<file path="src/nts_ntp_pkg.sv">
/*
 * NTP packet format
 * Word, timestamp and header types of the 48 byte NTP packet and the
 * fixed fields that this server puts in every reply
 */
package nts_ntp_pkg;

  // ------------------------------------------------------------------
  // Packet layout
  // ------------------------------------------------------------------
  localparam int NTP_WORDS = 6;  // 48 bytes as 64 bit words

  typedef logic [63:0] ntp_word_t;

  typedef struct packed {
    logic [31:0] seconds;
    logic [31:0] fraction;
  } ntp_timestamp_t;

  typedef struct packed {
    logic [1:0]  leap;        // Leap indicator
    logic [2:0]  version;
    logic [2:0]  mode;
    logic [7:0]  stratum;
    logic [7:0]  poll;
    logic [7:0]  precision;
    logic [31:0] root_delay;
  } ntp_header_fields_t;

  // First packet word taken either raw or field by field
  typedef union packed {
    ntp_word_t          raw;
    ntp_header_fields_t fields;
  } ntp_header_word_u;

  // ------------------------------------------------------------------
  // Modes and fixed reply fields
  // ------------------------------------------------------------------
  localparam logic [2:0]  NTP_MODE_CLIENT = 3'd3;
  localparam logic [2:0]  NTP_MODE_SERVER = 3'd4;
  localparam logic [7:0]  NTP_STRATUM     = 8'd1;          // Primary server
  localparam logic [7:0]  NTP_PRECISION   = 8'hEC;         // About 2^-20 s
  localparam logic [31:0] NTP_REF_ID      = 32'h4C4F434C;  // "LOCL"
  localparam logic [31:0] NTP_ROOT_DISP   = 32'h0;

endpackage

</file>
<file path="src/nts_engine_pkg.sv">
/*
 * Engine definitions
 * Dispatch port bundles, word index, client field bundle and the
 * states of the parser
 */
package nts_engine_pkg;

  typedef logic [2:0] word_idx_t;

  localparam logic [7:0] LAST_WORD_VALID = 8'hFF;  // All eight bytes present

  // ------------------------------------------------------------------
  // Dispatch sides
  // ------------------------------------------------------------------
  typedef struct packed {
    logic                   packet_available;
    logic                   fifo_empty;
    logic [7:0]             data_valid;  // Byte valids of the last word
    nts_ntp_pkg::ntp_word_t rd_data;
  } rx_dispatch_in_t;

  typedef struct packed {
    logic packet_read_discard;
    logic fifo_rd_en;
  } rx_dispatch_out_t;

  typedef struct packed {
    logic packet_read;
    logic fifo_rd_en;
  } tx_dispatch_in_t;

  typedef struct packed {
    logic                   packet_available;
    logic                   fifo_empty;
    nts_ntp_pkg::ntp_word_t rd_data;
  } tx_dispatch_out_t;

  // Fields taken from a client request
  typedef struct packed {
    logic [2:0]                  version;
    logic [2:0]                  mode;
    logic [7:0]                  poll;
    nts_ntp_pkg::ntp_timestamp_t transmit_ts;
    logic                        length_ok;
  } client_fields_t;

  typedef enum logic [3:0] {
    STATE_EMPTY   = 4'h1,
    STATE_COPY    = 4'h2,
    STATE_CHECK   = 4'h3,
    STATE_REPLY   = 4'h4,
    STATE_WAIT_TX = 4'h5,
    STATE_DISCARD = 4'hc
  } parser_state_t;

endpackage

</file>
<file path="src/nts_engine.sv">
/*
 * NTP server engine
 * Checks one client request from the receive dispatcher and places the
 * server reply in the transmit buffer
 */
module nts_engine (
  input  logic                             i_clk,
  input  logic                             i_arst_n,
  input  nts_ntp_pkg::ntp_timestamp_t      i_ntp_time,
  input  nts_engine_pkg::rx_dispatch_in_t  i_rx,
  output nts_engine_pkg::rx_dispatch_out_t o_rx,
  input  nts_engine_pkg::tx_dispatch_in_t  i_tx,
  output nts_engine_pkg::tx_dispatch_out_t o_tx,
  output logic                             o_busy
);
  import nts_ntp_pkg::*;
  import nts_engine_pkg::*;

  logic           rx_fifo_rd_en;
  logic           rx_release;
  logic           word_pop;
  logic           parser_copy;
  logic           parser_clear;
  logic           cnt_clear;
  logic           cnt_incr;
  logic           cnt_overflow;
  word_idx_t      cnt_idx;
  client_fields_t client_fields;
  logic           ts_record;
  logic           ts_reply;
  logic           ts_wr_en;
  word_idx_t      ts_wr_idx;
  ntp_word_t      ts_wr_data;
  logic           tx_full;

  assign o_rx = '{packet_read_discard: rx_release, fifo_rd_en: rx_fifo_rd_en};

  // ------------------------------------------------------------------
  // Units
  // ------------------------------------------------------------------
  nts_word_counter u_counter (
    .i_clk(i_clk), .i_arst_n(i_arst_n),
    .i_clear(cnt_clear), .i_incr(cnt_incr),
    .o_idx(cnt_idx), .o_overflow(cnt_overflow)
  );

  nts_rx_buffer u_rx_buffer (
    .i_clk(i_clk), .i_arst_n(i_arst_n),
    .i_rx(i_rx), .o_fifo_rd_en(rx_fifo_rd_en),
    .i_copy(parser_copy), .i_clear(parser_clear), .i_idx(cnt_idx),
    .o_word_pop(word_pop), .o_fields(client_fields)
  );

  nts_parser_ctrl u_parser (
    .i_clk(i_clk), .i_arst_n(i_arst_n),
    .i_rx_packet_available(i_rx.packet_available),
    .i_rx_fifo_empty(i_rx.fifo_empty),
    .i_word_pop(word_pop), .i_fields(client_fields),
    .i_idx(cnt_idx), .i_overflow(cnt_overflow), .i_tx_full(tx_full),
    .o_copy(parser_copy), .o_clear(parser_clear),
    .o_cnt_clear(cnt_clear), .o_cnt_incr(cnt_incr),
    .o_record(ts_record), .o_reply(ts_reply),
    .o_packet_read_discard(rx_release), .o_busy(o_busy)
  );

  nts_timestamp u_timestamp (
    .i_clk(i_clk), .i_arst_n(i_arst_n), .i_ntp_time(i_ntp_time),
    .i_record(ts_record), .i_reply(ts_reply),
    .i_idx(cnt_idx), .i_fields(client_fields),
    .o_wr_en(ts_wr_en), .o_wr_idx(ts_wr_idx), .o_wr_data(ts_wr_data)
  );

  nts_tx_buffer u_tx_buffer (
    .i_clk(i_clk), .i_arst_n(i_arst_n),
    .i_wr_en(ts_wr_en), .i_wr_idx(ts_wr_idx), .i_wr_data(ts_wr_data),
    .i_tx(i_tx), .o_tx(o_tx), .o_full(tx_full)
  );

endmodule

</file>
<file path="src/nts_parser_ctrl.sv">
/*
 * Parser control
 * FSM that copies one request, checks it, starts the reply or drops
 * the request, and then releases the receive packet
 */
module nts_parser_ctrl (
  input  logic                           i_clk,
  input  logic                           i_arst_n,
  input  logic                           i_rx_packet_available,
  input  logic                           i_rx_fifo_empty,
  input  logic                           i_word_pop,
  input  nts_engine_pkg::client_fields_t i_fields,
  input  nts_engine_pkg::word_idx_t      i_idx,
  input  logic                           i_overflow,
  input  logic                           i_tx_full,
  output logic                           o_copy,
  output logic                           o_clear,
  output logic                           o_cnt_clear,
  output logic                           o_cnt_incr,
  output logic                           o_record,
  output logic                           o_reply,
  output logic                           o_packet_read_discard,
  output logic                           o_busy
);
  import nts_ntp_pkg::*;
  import nts_engine_pkg::*;

  parser_state_t state;
  parser_state_t state_next;
  logic          start;
  logic          accept;
  logic          done;

  // Only start when there is room for the reply
  assign start = (state == STATE_EMPTY) && i_rx_packet_available && !i_tx_full;

  assign accept = i_fields.length_ok && !i_overflow &&
                  (i_fields.mode == NTP_MODE_CLIENT) &&
                  (i_fields.version == 3'd3 || i_fields.version == 3'd4);

  // Release after a reject, or once the reply sits in the tx buffer
  assign done = (state == STATE_CHECK && !accept) ||
                (state == STATE_WAIT_TX && i_tx_full);

  // ------------------------------------------------------------------
  // Next state
  // ------------------------------------------------------------------
  always_comb
  begin
    state_next = state;
    case (state)
      STATE_EMPTY:   if (start) state_next = STATE_COPY;
      STATE_COPY:    if (i_rx_fifo_empty) state_next = STATE_CHECK;
      STATE_CHECK:   state_next = accept ? STATE_REPLY : STATE_DISCARD;
      STATE_REPLY:   if (i_idx == word_idx_t'(NTP_WORDS - 1)) state_next = STATE_WAIT_TX;
      STATE_WAIT_TX: if (i_tx_full) state_next = STATE_EMPTY;
      STATE_DISCARD: state_next = STATE_EMPTY;
      default:       state_next = STATE_EMPTY;
    endcase
  end

  // ------------------------------------------------------------------
  // Strobes to the datapath
  // ------------------------------------------------------------------
  assign o_copy      = (state == STATE_COPY);
  assign o_reply     = (state == STATE_REPLY);
  assign o_clear     = start;
  assign o_cnt_clear = start || (state == STATE_CHECK && accept);  // Reply counts from 0
  assign o_cnt_incr  = (o_copy && i_word_pop) || o_reply;
  assign o_record    = o_copy && i_word_pop && (i_idx == 3'd0);    // First word popped

  always_ff @(posedge i_clk or negedge i_arst_n)
  begin
    if (!i_arst_n)
    begin
      state                 <= STATE_EMPTY;
      o_packet_read_discard <= 1'b0;
      o_busy                <= 1'b0;
    end
    else
    begin
      state                 <= state_next;
      o_packet_read_discard <= done;  // One cycle pulse
      if (start)
        o_busy <= 1'b1;
      else if (done)
        o_busy <= 1'b0;
    end
  end

endmodule

</file>
<file path="src/nts_rx_buffer.sv">
/*
 * Receive buffer
 * Pops the request from the show-ahead dispatch FIFO and keeps the
 * client fields that the check and the reply need
 */
module nts_rx_buffer (
  input  logic                            i_clk,
  input  logic                            i_arst_n,
  input  nts_engine_pkg::rx_dispatch_in_t i_rx,
  output logic                            o_fifo_rd_en,
  input  logic                            i_copy,
  input  logic                            i_clear,
  input  nts_engine_pkg::word_idx_t       i_idx,
  output logic                            o_word_pop,
  output nts_engine_pkg::client_fields_t  o_fields
);
  import nts_ntp_pkg::*;
  import nts_engine_pkg::*;

  ntp_header_word_u header;
  logic [2:0]       client_version;
  logic [2:0]       client_mode;
  logic [7:0]       client_poll;
  ntp_timestamp_t   client_transmit;
  logic             length_ok;

  // Head word is valid while the FIFO is not empty
  assign o_fifo_rd_en = i_copy && i_rx.packet_available && !i_rx.fifo_empty;
  assign o_word_pop   = o_fifo_rd_en;

  assign header.raw = i_rx.rd_data;

  always_ff @(posedge i_clk)
  begin
    if (o_word_pop && i_idx == 3'd0)
    begin
      client_version <= header.fields.version;
      client_mode    <= header.fields.mode;
      client_poll    <= header.fields.poll;
    end
    if (o_word_pop && i_idx == word_idx_t'(NTP_WORDS - 1))
      client_transmit <= i_rx.rd_data;  // Becomes the reply origin
  end

  // The counter already points past the last pop at the end of a packet
  always_ff @(posedge i_clk or negedge i_arst_n)
  begin
    if (!i_arst_n)
      length_ok <= 1'b0;
    else if (i_clear)
      length_ok <= 1'b0;
    else if (i_copy && i_rx.fifo_empty)
      length_ok <= (i_idx == word_idx_t'(NTP_WORDS)) &&
                   (i_rx.data_valid == LAST_WORD_VALID);
  end

  assign o_fields = '{version:     client_version,
                      mode:        client_mode,
                      poll:        client_poll,
                      transmit_ts: client_transmit,
                      length_ok:   length_ok};

endmodule

</file>
<file path="src/nts_timestamp.sv">
/*
 * Timestamp unit
 * Samples NTP time on receive and at reply start, and forms the six
 * reply words that go to the transmit buffer
 */
module nts_timestamp (
  input  logic                           i_clk,
  input  logic                           i_arst_n,
  input  nts_ntp_pkg::ntp_timestamp_t    i_ntp_time,
  input  logic                           i_record,
  input  logic                           i_reply,
  input  nts_engine_pkg::word_idx_t      i_idx,
  input  nts_engine_pkg::client_fields_t i_fields,
  output logic                           o_wr_en,
  output nts_engine_pkg::word_idx_t      o_wr_idx,
  output nts_ntp_pkg::ntp_word_t         o_wr_data
);
  import nts_ntp_pkg::*;

  ntp_timestamp_t     rx_time;
  ntp_timestamp_t     tx_time;
  ntp_header_fields_t header;
  ntp_word_t          word;

  always_comb
  begin
    header.leap       = 2'b00;              // No warning
    header.version    = i_fields.version;   // Echo the client
    header.mode       = NTP_MODE_SERVER;
    header.stratum    = NTP_STRATUM;
    header.poll       = i_fields.poll;
    header.precision  = NTP_PRECISION;
    header.root_delay = 32'h0;
  end

  // Reply word by index
  always_comb
  begin
    case (i_idx)
      3'd0:    word = header;
      3'd1:    word = {NTP_ROOT_DISP, NTP_REF_ID};
      3'd2:    word = rx_time;               // Reference
      3'd3:    word = i_fields.transmit_ts;  // Origin
      3'd4:    word = rx_time;               // Receive
      3'd5:    word = tx_time;
      default: word = 64'h0;
    endcase
  end

  always_ff @(posedge i_clk)
  begin
    if (i_record)
      rx_time <= i_ntp_time;
    if (i_reply && i_idx == 3'd0)
      tx_time <= i_ntp_time;
    o_wr_idx  <= i_idx;
    o_wr_data <= word;
  end

  always_ff @(posedge i_clk or negedge i_arst_n)
  begin
    if (!i_arst_n)
      o_wr_en <= 1'b0;
    else
      o_wr_en <= i_reply;
  end

endmodule

</file>
<file path="src/nts_tx_buffer.sv">
/*
 * Transmit buffer
 * Holds one six word reply and hands it to the transmit dispatcher
 * one word per read strobe
 */
module nts_tx_buffer (
  input  logic                             i_clk,
  input  logic                             i_arst_n,
  input  logic                             i_wr_en,
  input  nts_engine_pkg::word_idx_t        i_wr_idx,
  input  nts_ntp_pkg::ntp_word_t           i_wr_data,
  input  nts_engine_pkg::tx_dispatch_in_t  i_tx,
  output nts_engine_pkg::tx_dispatch_out_t o_tx,
  output logic                             o_full
);
  import nts_ntp_pkg::*;
  import nts_engine_pkg::*;

  ntp_word_t mem [NTP_WORDS];
  word_idx_t rd_ptr;
  logic      full;
  logic      empty;
  ntp_word_t head;

  always_ff @(posedge i_clk)
  begin
    if (i_wr_en)
      mem[i_wr_idx] <= i_wr_data;
  end

  always_ff @(posedge i_clk or negedge i_arst_n)
  begin
    if (!i_arst_n)
    begin
      full   <= 1'b0;
      rd_ptr <= 3'd0;
    end
    else if (i_tx.packet_read)
    begin
      full   <= 1'b0;  // Buffer free for the next reply
      rd_ptr <= 3'd0;
    end
    else if (i_wr_en && i_wr_idx == word_idx_t'(NTP_WORDS - 1))
    begin
      full   <= 1'b1;  // Last word written
      rd_ptr <= 3'd0;
    end
    else if (i_tx.fifo_rd_en && !empty)
      rd_ptr <= rd_ptr + 3'd1;
  end

  // Empty before a reply and after its last word was read
  assign empty = !full || (rd_ptr == word_idx_t'(NTP_WORDS));
  assign head  = (rd_ptr < NTP_WORDS) ? mem[rd_ptr] : 64'h0;

  assign o_full = full;
  assign o_tx   = '{packet_available: full, fifo_empty: empty, rd_data: head};

endmodule

</file>
<file path="src/nts_word_counter.sv">
/*
 * Word counter
 * Counts packet words while a request is copied and while the reply is
 * written, with a sticky flag for requests that run too long
 */
module nts_word_counter (
  input  logic                      i_clk,
  input  logic                      i_arst_n,
  input  logic                      i_clear,
  input  logic                      i_incr,
  output nts_engine_pkg::word_idx_t o_idx,
  output logic                      o_overflow
);
  import nts_ntp_pkg::*;

  always_ff @(posedge i_clk or negedge i_arst_n)
  begin
    if (!i_arst_n)
    begin
      o_idx      <= 3'd0;
      o_overflow <= 1'b0;
    end
    else if (i_clear)
    begin
      o_idx      <= 3'd0;
      o_overflow <= 1'b0;
    end
    else if (i_incr)
    begin
      if (o_idx >= NTP_WORDS)
        o_overflow <= 1'b1;     // Past the last word of a packet
      if (o_idx != 3'd7)
        o_idx <= o_idx + 3'd1;  // Saturates so a long packet never wraps
    end
  end

endmodule

</file>
<file path="config.mk">
export PLATFORM = sky130hd
export DESIGN_NAME = nts_engine
export DESIGN_NICKNAME = d
export VERILOG_FILES = /design/src/nts_ntp_pkg.sv /design/src/nts_engine_pkg.sv /design/src/nts_engine.sv /design/src/nts_parser_ctrl.sv /design/src/nts_rx_buffer.sv /design/src/nts_timestamp.sv /design/src/nts_tx_buffer.sv /design/src/nts_word_counter.sv
export SDC_FILE = /design/constraint.sdc
export NUM_CORES = 1
export LEC_CHECK = 0
export BUFFER_PORTS_ARGS = -buffer_cell sky130_fd_sc_hd__buf_4
export CAP_MARGIN = 20
export CELL_PAD_IN_SITES_DETAIL_PLACEMENT = 0
export CELL_PAD_IN_SITES_GLOBAL_PLACEMENT = 1
export CORE_MARGIN = 5
export CORE_UTILIZATION = 41
export DETAILED_ROUTE_END_ITERATION = 8
export PLACE_DENSITY = 0.75
export SLEW_MARGIN = 20
export SYNTH_ARGS = -nofsm -noshare
export SYNTH_HDL_FRONTEND = slang
export SYNTH_HIERARCHICAL = 1
export SYNTH_SLANG_ARGS = --single-unit
</file>
<file path="constraint.sdc">
create_clock -name i_clk -period 8.7 [get_ports i_clk]
set_input_delay 1.305 -clock i_clk [delete_from_list [all_inputs] [get_ports i_clk]]
set_output_delay 1.305 -clock i_clk [all_outputs]
set_load 0.03 [all_outputs]
</file>
==> results.md, run 1 <==
- Result of the run: complete, no violations
- Storage element area: around 19000 µm²
- Area share of the largest cell type after synthesis: 70.5%
- Maximum number of pins on one net before global-route repair: 84
- Cells resized by post-CTS repair: 0
- Global-route wire length before repair: 88600 µm
- Setup slack after placement: 4.05 ns
- Filler instances: 5012
- Initial standard-cell utilization of the core: 41.5%
- Share of layout cells above drive strength 1: between 20 and 30%
- Arrival time reported for the critical path endpoint: approximately 3.9 ns
- Crit share post-route: about three fifths
- Number of setup buffers added after CTS: 0
- Final Util: 48.9%
- Commonest cells in the netlist: edfxtp_1 (590), mux2i_1 (150), a21oi_1 (90)
- Slew headroom: 29.5%
- Leakage dissipation: between 0.009 and 0.01 µW
- DIE HEIGHT: 258 µm
- Number of global-route vias before repair: 13646
- Count of endpoints failing hold in the final timing report: 0
- Worst Skew: about 0.021 ns
- Chip Width: 258 µm
- Synthesis warning total: 6
- Required time of the worst setup path: between 7 and 8 ns
- Number of antenna violations at the first check in global routing: 14
- Cts bufs inserted: just under 70
- TritonCTS sink count: 673
- Distinct cell type count after synthesis: 66
- Via density per instance: 5.34
- Clock root buffer: clkbuf_16
- Antenna-violating nets left: 0
- Post-layout net count: between 1500 and 2000
- Class of the tightest hold or removal check: reg -> reg
- Post-synthesis register bit count: 673
- Count of H-tree levels built during CTS: 3
- Count of buffers inserted at the top-level ports: 210
- Mean instance size in the synthesized netlist: 17.5 µm²
- Asr flop ratio synth: roughly 2.4%
- Residual DRC: 0
- Grt total ovfl: 0
- Share of synthesized area occupied by flip-flops and latches: between 70 and 80%
- Area taken by multi-input logic gates: 5140 µm²
- Total power density per cell area: between 200 and 300 nW/µm²
- Final setup violation count: 0
- Number of max-cap violations: 0
- Summed negative setup slack over all endpoints: 0 ns
- Crit path time final: ~5.2 ns
- Main flop type after synthesis: edfxtp_1
- Synth-to-Final Area Change: 17.9%
- Buffer levels on the longest clock path: 3
- Post-synthesis instance total: roughly 1400
- Number of I/O pins: 211
- Die Area: 66400 µm²
- Clock tree from TritonCTS: built
- Core Region: just over 60000 µm²
- Synth Net Count: 1582
- Number of flops mapped to enable cells by yosys: 590
- Actual slew at the worst max-slew pin: 1.06 ns
- Number of violations reported at the end of detailed-routing iteration 0: 893
- Row cnt: 90
- Most area-consuming cells after synthesis: edfxtp_1 (70%), mux2i_1 (6.0%), dfxtp_1 (5.3%), mux2_2 (2.9%), o221ai_1 (2.2%)
- Maximum operating frequency: 0.193 GHz
- Crit end category: output port
- Vias post-DR: 13333
- Library cell occupying the most area in the post-synthesis netlist: edfxtp_1
- Sum of net half-perimeters after detailed placement: 36400 µm
- Total GRT Usage: 17.7%
- Setup repair after global routing missed its margin: false
- Max Transition Viols Final: 0
- Smallest setup slack after layout: 3.52 ns
- Routed wirelength normalized by instance count: 24.1 µm
- Clock slew at reported path FFs: about 0.060 ns
- Startpoint type of the worst setup path: register
- Largest voltage drop on the vdd net: 0.169 mV
- Leading cell type by number of instances after synthesis: edfxtp_1
- Maximum fanout along the worst path: 64
- Wire length reported by the detailed router: 60000 µm
- Cell Area, Synth: approximately 25000 µm²
- Hold bufs inserted after CTS: 0
- Final RePlAce weighted congestion: 0.758
- Number of detailed-route iterations in the first pass: 5
- Clock insertion delay at the later pin of the skew report: a little under 0.6 ns
- Path type of the worst setup path: reg -> out
-- power breakdown --
group | switching, µW | internal [µW] | total, µW
clock network | 1180 | 1690 | 2870
registers | 233 | 3920 | 4160
logic | 611 | 330 | 941
-- kinds of logic after synthesis --
kind of cell | Yosys count | synth area share [%]
multiplexers | 215 | 8.90
AO/OA/AOI/OAI | 260 | 7.10
AND/OR/NAND/NOR | 174 | 3.65
flip-flops | 673 | 77.4
buffers and inverters | 103 | 2.44
adder cells (fa/ha/maj) | 11 | 0.503
-- state kept, by name, summed over array words and instances, names as in the netlist --
name and flops:
u_tx_buffer/mem 384, u_rx_buffer/o_fields 64, u_timestamp/o_wr_data 64, u_timestamp/rx_time 64, u_timestamp/tx_time 64, u_rx_buffer/client_poll 8, u_parser/state 4, u_counter/o_idx 3
u_rx_buffer/client_mode 3, u_rx_buffer/client_version 3, u_timestamp/o_wr_idx 3, u_tx_buffer/rd_ptr 3, u_counter/o_overflow 1, u_parser/o_busy 1, u_parser/o_packet_read_discard 1, u_rx_buffer/length_ok 1
u_timestamp/o_wr_en 1, u_tx_buffer/o_full 1
-- path summary, 6_finish.rpt --
check	startpoint	endpoint	slack (ns)	depth (start not counted)
max	u_tx_buffer/rd_ptr[0]	o_tx[24]	3.52	4
min reg2reg	u_timestamp/tx_time[41]	u_timestamp/o_wr_data[41]	0.49	1
min	u_timestamp/tx_time[41]	u_timestamp/o_wr_data[41]	0.49	1
min in group asynchronous	i_arst_n	u_rx_buffer/length_ok	0.59	1
max in group asynchronous	i_arst_n	u_parser/state[0]	7.83	1
max reg2reg	u_parser/state[2]	u_timestamp/tx_time[17]	5.51	4
-- cell type report --
| class | count | area share, % |
|---|---|---|
| Clock buffer | 89 | 6.42 |
| Sequential cell | 673 | 65.7 |
| Inverter | 18 | 0.228 |
| Tap cell | 782 | 3.30 |
| Clock inverter | 35 | 1.01 |
| Timing Repair Buffer | 235 | 5.99 |
| Multi-Input combinational cell | 660 | 17.3 |
| Antenna cell | 3 | 0.0253 |
-- worst max-delay path, stage by stage, from the launching register on --
cell and delay, ns:
dfrtp_4 0.71, buf_4 0.84, nand2b_4 0.75, o221ai_1 0.59, buf_4 0.24
-- metrics by stage --
step,power (µW),cell area [µm²],std cells,hold WS (ns)
final,7970,29600,2495,0.491
after global routing,8290,29600,2492,0.499
after CTS,8050,29600,2491,0.483
after detailed placement,5180,27400,2367,0.467
after global placement,5150,27400,2367,0.472
after floorplan,4740,25100,1436,0.450
-- per-layer routing --
layer  GRT usage (%)  vias up  share of wire, %
li1                -     6095                 -
met1            25.0     6779                45
met2            28.1      358                47
met4            5.27        8               2.2
met5               0        -             0.082
met3            3.71       93               5.9
-- cells in the final DEF, fill, tap and decap left out, drive strengths merged, types with 2 or more instances in the layout --
cell type and instances:
nor2b 38, a21oi 90, a31oi 2, nor3 3, nor2 23, a221oi 7, nor3b 2, maj3 7
nand2 75, bufinv 5, o221ai 64, a31o 11, buf 235, o21ai 7, or2 3, nand3b 2
dfrtp 15, diode 3, mux2 65, mux2i 150, inv 19, nor4 2, nand4bb 2, nand4b 5
nand2b 6, nand3 2, a211oi 16, clkinvlp 4, o21bai 14, clkinv 25, o22ai 43, dfxtp 67
edfxtp 590, ha 4, clkbuf 89
No activity file was read; power rests on OpenSTA's default activity.
==> run 2, diff against run 1 <==
==> constraint.sdc (replaced) <==
create_clock -name i_clk -period 5 [get_ports i_clk]
set_input_delay 0.75 -clock i_clk [delete_from_list [all_inputs] [get_ports i_clk]]
set_output_delay 0.75 -clock i_clk [all_outputs]
set_load 0.03 [all_outputs]
==> results.md, run 2 (same netlist as run 1, synthesis figures left out) <==
- Maximum fanout along the worst path: 46
- TritonCTS sink count: 673
- Chip Width: 258 µm
- Result of the run: complete, no violations
- Class of the tightest hold or removal check: in -> reg
- Wire length reported by the detailed router: about 60000 µm
- Sum of net half-perimeters after detailed placement: roughly 36000 µm
- Max Transition Viols Final: 0
- Total GRT Usage: approximately 18%
- Crit path time final: 3.78 ns
- Filler instances: 5010
- Number of instances on the worst hold path: 2
- Startpoint of the tightest hold check path: i_tx[1]
- Number of max-cap violations: 0
- Core Region: 60600 µm²
- Cell-by-cell listing of the critical path: buf_4 > mux2i_1 > o221ai_1 > buf_4
- Min-Delay Endpoint: u_tx_buffer/o_full
- Setup slack of the worst register-to-register path: 2.13 ns
- Buffer levels on the longest clock path: 3
- Clock slew at reported path FFs: 0.06 ns
- Cell with the most instances on the worst path: buf_4
- Crit path from: u_tx_buffer/rd_ptr[0]
- Number of I/O pins: between 200 and 250
- Final Util: 49.4%
- Crit share post-route: 75.6%
- Routed wirelength normalized by instance count: 24.2 µm
- Post-layout net count: 1801
- Number of antenna violations at the first check in global routing: 11
- Slew headroom: 26.9%
- Total power density per cell area: between 400 and 500 nW/µm²
- Slowest cell on crit path: buf_4
- Number of detailed-route iterations in the first pass: 5
- Placement Cell Area: 27500 µm²
- Synth-to-Final Area Change: 19.0%
- Required time of the worst setup path: 4.25 ns
- R2R Path Start: u_counter/o_idx[1]
- Share of layout cells above drive strength 1: between 20% and 30%
- Count of H-tree levels built during CTS: 3
- Crit end category: output port
- Cts bufs inserted: 71
- Antenna-violating nets left: 0
- Die Area: 66400 µm²
- Terminus of the critical flop-to-flop path: u_timestamp/tx_time[24]
- Number of violations reported at the end of detailed-routing iteration 0: roughly 880
- Most common cell after layout, fill and taps aside: edfxtp_1
- Setup repair after global routing missed its margin: false
- Grt total ovfl: 0
- Leakage dissipation: a little over 0.01 µW
- Number of global-route vias before repair: 13787
- Final setup violation count: 0
- Worst Skew: 0.0183 ns
- Maximum operating frequency: 0.265 GHz
- Clock tree from TritonCTS: built
- Clock root buffer: clkbuf_16
- Initial standard-cell utilization of the core: 41.5%
- Count of buffers inserted at the top-level ports: 210
- Via density per instance: 5.34
- Cell depth of the worst flop-to-flop path: 3
- Residual DRC: 0
- Design area: 29900 µm²
- Global-route wire length before repair: 88500 µm
- Startpoint type of the worst setup path: register
- Arrival time reported for the critical path endpoint: approximately 3 ns
- Final RePlAce weighted congestion: 0.793
- Count of endpoints failing hold in the final timing report: 0
- Critical Path Max Stage Delay: between 0.8 and 0.9 ns
- DIE HEIGHT: around 260 µm
- Path type of the worst setup path: reg -> out
- Clock insertion delay at the later pin of the skew report: 0.60 ns
- Most used cells in the layout excluding fill and tap cells: edfxtp_1 (590), buf_4 (225), mux2i_1 (150), a21oi_1 (90), clkbuf_16 (75)
- Smallest hold slack: 0.318 ns
- Maximum number of pins on one net before global-route repair: 132
- Register bank with the most flops: u_tx_buffer/mem
- Vias post-DR: 13342
- Largest voltage drop on the vdd net: around 0.31 mV
- Flip-flop count of the largest register, all copies and words added: ~380
- Row cnt: 90
- Summed negative setup slack over all endpoints: 0 ns
- Actual slew at the worst max-slew pin: 1.10 ns
## run 2: cell types whose count changed in the layout (fill, tap and decap cells not counted), sizes merged
cell,delta
clkbuf,+12
clkinv,-11
buf,-5
inv,+4
clkinvlp,+3
diode,-2
dlygate4sd3,+1
## run 2: metal layers
layer  vias to the layer above  track usage [%]  wire, µm
li1                       6104                -         -
met1                      6763             23.6     26000
met2                       390             29.3     29200
met3                        83             4.04      3700
met4                         2             5.75      1380
met5                         -                0        19
## run 2: worst max-delay path by stage
stage	endpoint	slack, ns	cells after the start
after global placement	o_tx[29]	1.86	4
after detailed placement	o_tx[29]	1.78	4
after CTS	o_tx[29]	1.15	4
after floorplan	u_timestamp/tx_time[0]	0.86	5
after global routing	o_tx[26]	1.09	4
final	o_tx[24]	1.22	4
## run 2: stage by stage
step	instances	setup slack (ns)	total power (µW)
after detailed placement	2363	1.78	9010
after CTS	2496	1.15	14400
after floorplan	1436	0.863	8250
after global placement	2363	1.86	8940
after global routing	2496	1.09	14800
final	2497	1.22	14200
## run 2: timing repair
item / CTS / global route
resized for setup: 0 / 0
hold buffers: 1 / 0
setup buffers: 0 / 0
setup endpoints to repair: 0 / 0
hold endpoints to repair: 7 / 0
## run 2: worst max-delay path: cells and delay by family, from the launching register on
kind,cells,cell delay (ns)
flip-flops,1,0.74
buffers and inverters,2,1.10
multiplexers,1,0.32
AO/OA/AOI/OAI,1,0.17
## run 2: layout make-up
cell class                 count  area (µm²)  share of cell area [%]
antenna                        1        2.50                 0.00836
tap                          782         978                    3.27
timing repair buffer         231        1800                    6.01
clock buffer                 101        2100                    7.03
inverter                      18        67.6                   0.226
clock inverter                31         323                    1.08
multi-input combinational    660        5170                    17.3
sequential                   673       19500                    65.1
## run 2: power breakdown
| part | internal, µW | switching [µW] |
|---|---|---|
| clock network | 3210 | 2140 |
| logic | 583 | 1040 |
| registers | 6830 | 416 |
| total | 10600 | 3600 |
==> run 3, diff against run 2 <==
--- a/config.mk
+++ b/config.mk
@@ -12,7 +12,7 @@
 export CORE_MARGIN = 5
 export CORE_UTILIZATION = 41
 export DETAILED_ROUTE_END_ITERATION = 8
-export PLACE_DENSITY = 0.75
+export PLACE_DENSITY = 0.78
 export SLEW_MARGIN = 20
 export SYNTH_ARGS = -nofsm -noshare
 export SYNTH_HDL_FRONTEND = slang
==> constraint.sdc (replaced) <==
create_clock -name i_clk -period 3.27 [get_ports i_clk]
set_input_delay 0.4905 -clock i_clk [delete_from_list [all_inputs] [get_ports i_clk]]
set_output_delay 0.4905 -clock i_clk [all_outputs]
set_load 0.03 [all_outputs]
==> results.md, run 3 (same netlist as run 1, synthesis figures left out) <==
- Required time of the worst setup path: 2.78 ns
- Residual DRC: 0
- Most common cell after layout, fill and taps aside: edfxtp_1
- Register bank with the most flops: u_tx_buffer/mem
- Crit share post-route: 90.8%
- Met1 track utilization from global routing: 24.5%
- Share of layout cells above drive strength 1: 27.0%
- Leakage dissipation: 0.0102 µW
- Count of buffers inserted at the top-level ports: 210
- Sum of net half-perimeters after detailed placement: between 30000 and 40000 µm
- DIE HEIGHT: 258 µm
- Design area: 30100 µm²
- Max Transition Viols Final: 0
- Flip-flop count of the largest register, all copies and words added: 384
- TritonCTS sink count: 673
- Crit end category: output port
- Smallest hold slack: between 0.06 and 0.07 ns
- Final RePlAce weighted congestion: 0.789
- Final Util: between 40% and 50%
- Clock slew at reported path FFs: 0.06 ns
- Crit path time final: 2.97 ns
- R2R Path Start: u_parser/state[2]
- Number of antenna violations at the first check in global routing: 5
- Initial standard-cell utilization of the core: 41.5%
- Global-route wire length before repair: approximately 90000 µm
- Startpoint of the tightest hold check path: i_tx[1]
- Synth-to-Final Area Change: 19.6%
- Total Power Consumption: 21700 µW
- Most used cells in the layout excluding fill and tap cells: edfxtp_1 (590), buf_4 (234), mux2i_1 (150), a21oi_1 (90), clkbuf_16 (74)
- Final setup violation count: 0
- Number of global-route vias before repair: 13976
- Summed negative setup slack over all endpoints: 0 ns
- Startpoint type of the worst setup path: register
- Result of the run: complete, no violations
- Filler instances: 4944
- Number of violations reported at the end of detailed-routing iteration 0: 975
- Arrival time reported for the critical path endpoint: 2.48 ns
- Chip Width: 258 µm
- Number of I/O pins: between 200 and 250
- Setup repair after global routing missed its margin: false
- Maximum operating frequency: 0.337 GHz
- Maximum fanout along the worst path: 35
- Actual slew at the worst max-slew pin: 0.727 ns
- Row cnt: 90
- Number of detailed-route iterations in the first pass: 5
- Largest voltage drop on the vdd net: 0.463 mV
- Count of H-tree levels built during CTS: 3
- Clock insertion delay at the later pin of the skew report: 0.59 ns
- Clock tree from TritonCTS: built
- Met2 Resource Use GR: 28.6%
- Grt total ovfl: 0
- Routed wirelength normalized by instance count: roughly 24 µm
- Post-layout net count: ~1800
- Clock root buffer: clkbuf_16
- Cts bufs inserted: 71
- Crit path from: u_tx_buffer/rd_ptr[2]
- Class of the tightest hold or removal check: in -> reg
- Placement Cell Area: 27700 µm²
- Via density per instance: ~5.4
- Core Region: 60600 µm²
- Number of max-cap violations: 0
- Slew headroom: 51.5%
- Vias post-DR: 13646
- Maximum number of pins on one net before global-route repair: 68
- Total power density per cell area: between 700 and 800 nW/µm²
- Count of endpoints failing hold in the final timing report: 0
- Wire length reported by the detailed router: 60200 µm
- Total GRT Usage: 17.7%
- Highest-utilization routing layer at the global route stage: met2
- Antenna-violating nets left: 0
- Path type of the worst setup path: reg -> out
- Met3 Resource Use GR: under 10%
- Die Area: 66400 µm²
- Buffer levels on the longest clock path: 3
- Worst Skew: around 0.02 ns
- Number of setup buffers added after CTS: 0
-- run 3: metrics by stage --
step                setup slack, ns  cells
finish                        0.301   2512
detailed placement            0.797   2379
floorplan                    -0.536   1436
global placement              0.843   2379
global route                  0.192   2511
CTS                           0.244   2511
-- run 3: critical path: stages (launching register included) --
cell and delay [ns]:
dfrtp_1 0.47, nand2b_4 0.50, buf_12 0.33, o221ai_1 0.30
buf_4 0.24
-- run 3: cell type report --
type	count	area [µm²]	area share [%]
multi-input combinational	660	5180	17.2
inverter	18	67.6	0.225
antenna	1	2.50	0.00832
timing repair buffer	247	2010	6.67
sequential	673	19500	64.7
tap	782	978	3.25
clock inverter	32	355	1.18
clock buffer	99	2020	6.70
-- run 3: power by group --
part | leakage [µW] | internal, µW | switching (µW)
logic | 0.00286 | 920 | 1700
registers | 0.00614 | 10400 | 567
clock network | 0.00116 | 4870 | 3160
total | 0.0102 | 16200 | 5430
-- run 3: path summary, 6_finish.rpt --
| kind | to | slack (ns) | depth (start not counted) |
|---|---|---|---|
| max | o_tx[9] | 0.30 | 4 |
| min | u_tx_buffer/o_full | 0.06 | 2 |
| max reg2reg | u_timestamp/rx_time[11] | 0.79 | 6 |
| min reg2reg | u_timestamp/o_wr_data[41] | 0.51 | 1 |
| max in group asynchronous | u_parser/state[0] | 2.66 | 2 |
| min in group asynchronous | u_parser/o_packet_read_discard | 0.33 | 2 |
-- run 3: metal layers --
metal	routed length (µm)	up-vias	share of wire, %
met3	3980	77	6.6
li1	-	6130	-
met2	28900	488	48
met1	26200	6947	43
met4	1170	4	1.9
met5	28	-	0.046
-- run 3: repair_timing --
| action | in CTS | in global routing |
|---|---|---|
| hold buffers | 1 | 0 |
| endpoints found under the hold margin | 15 | 0 |
| setup endpoints to repair | 0 | 0 |
| gates resized for setup | 0 | 0 |
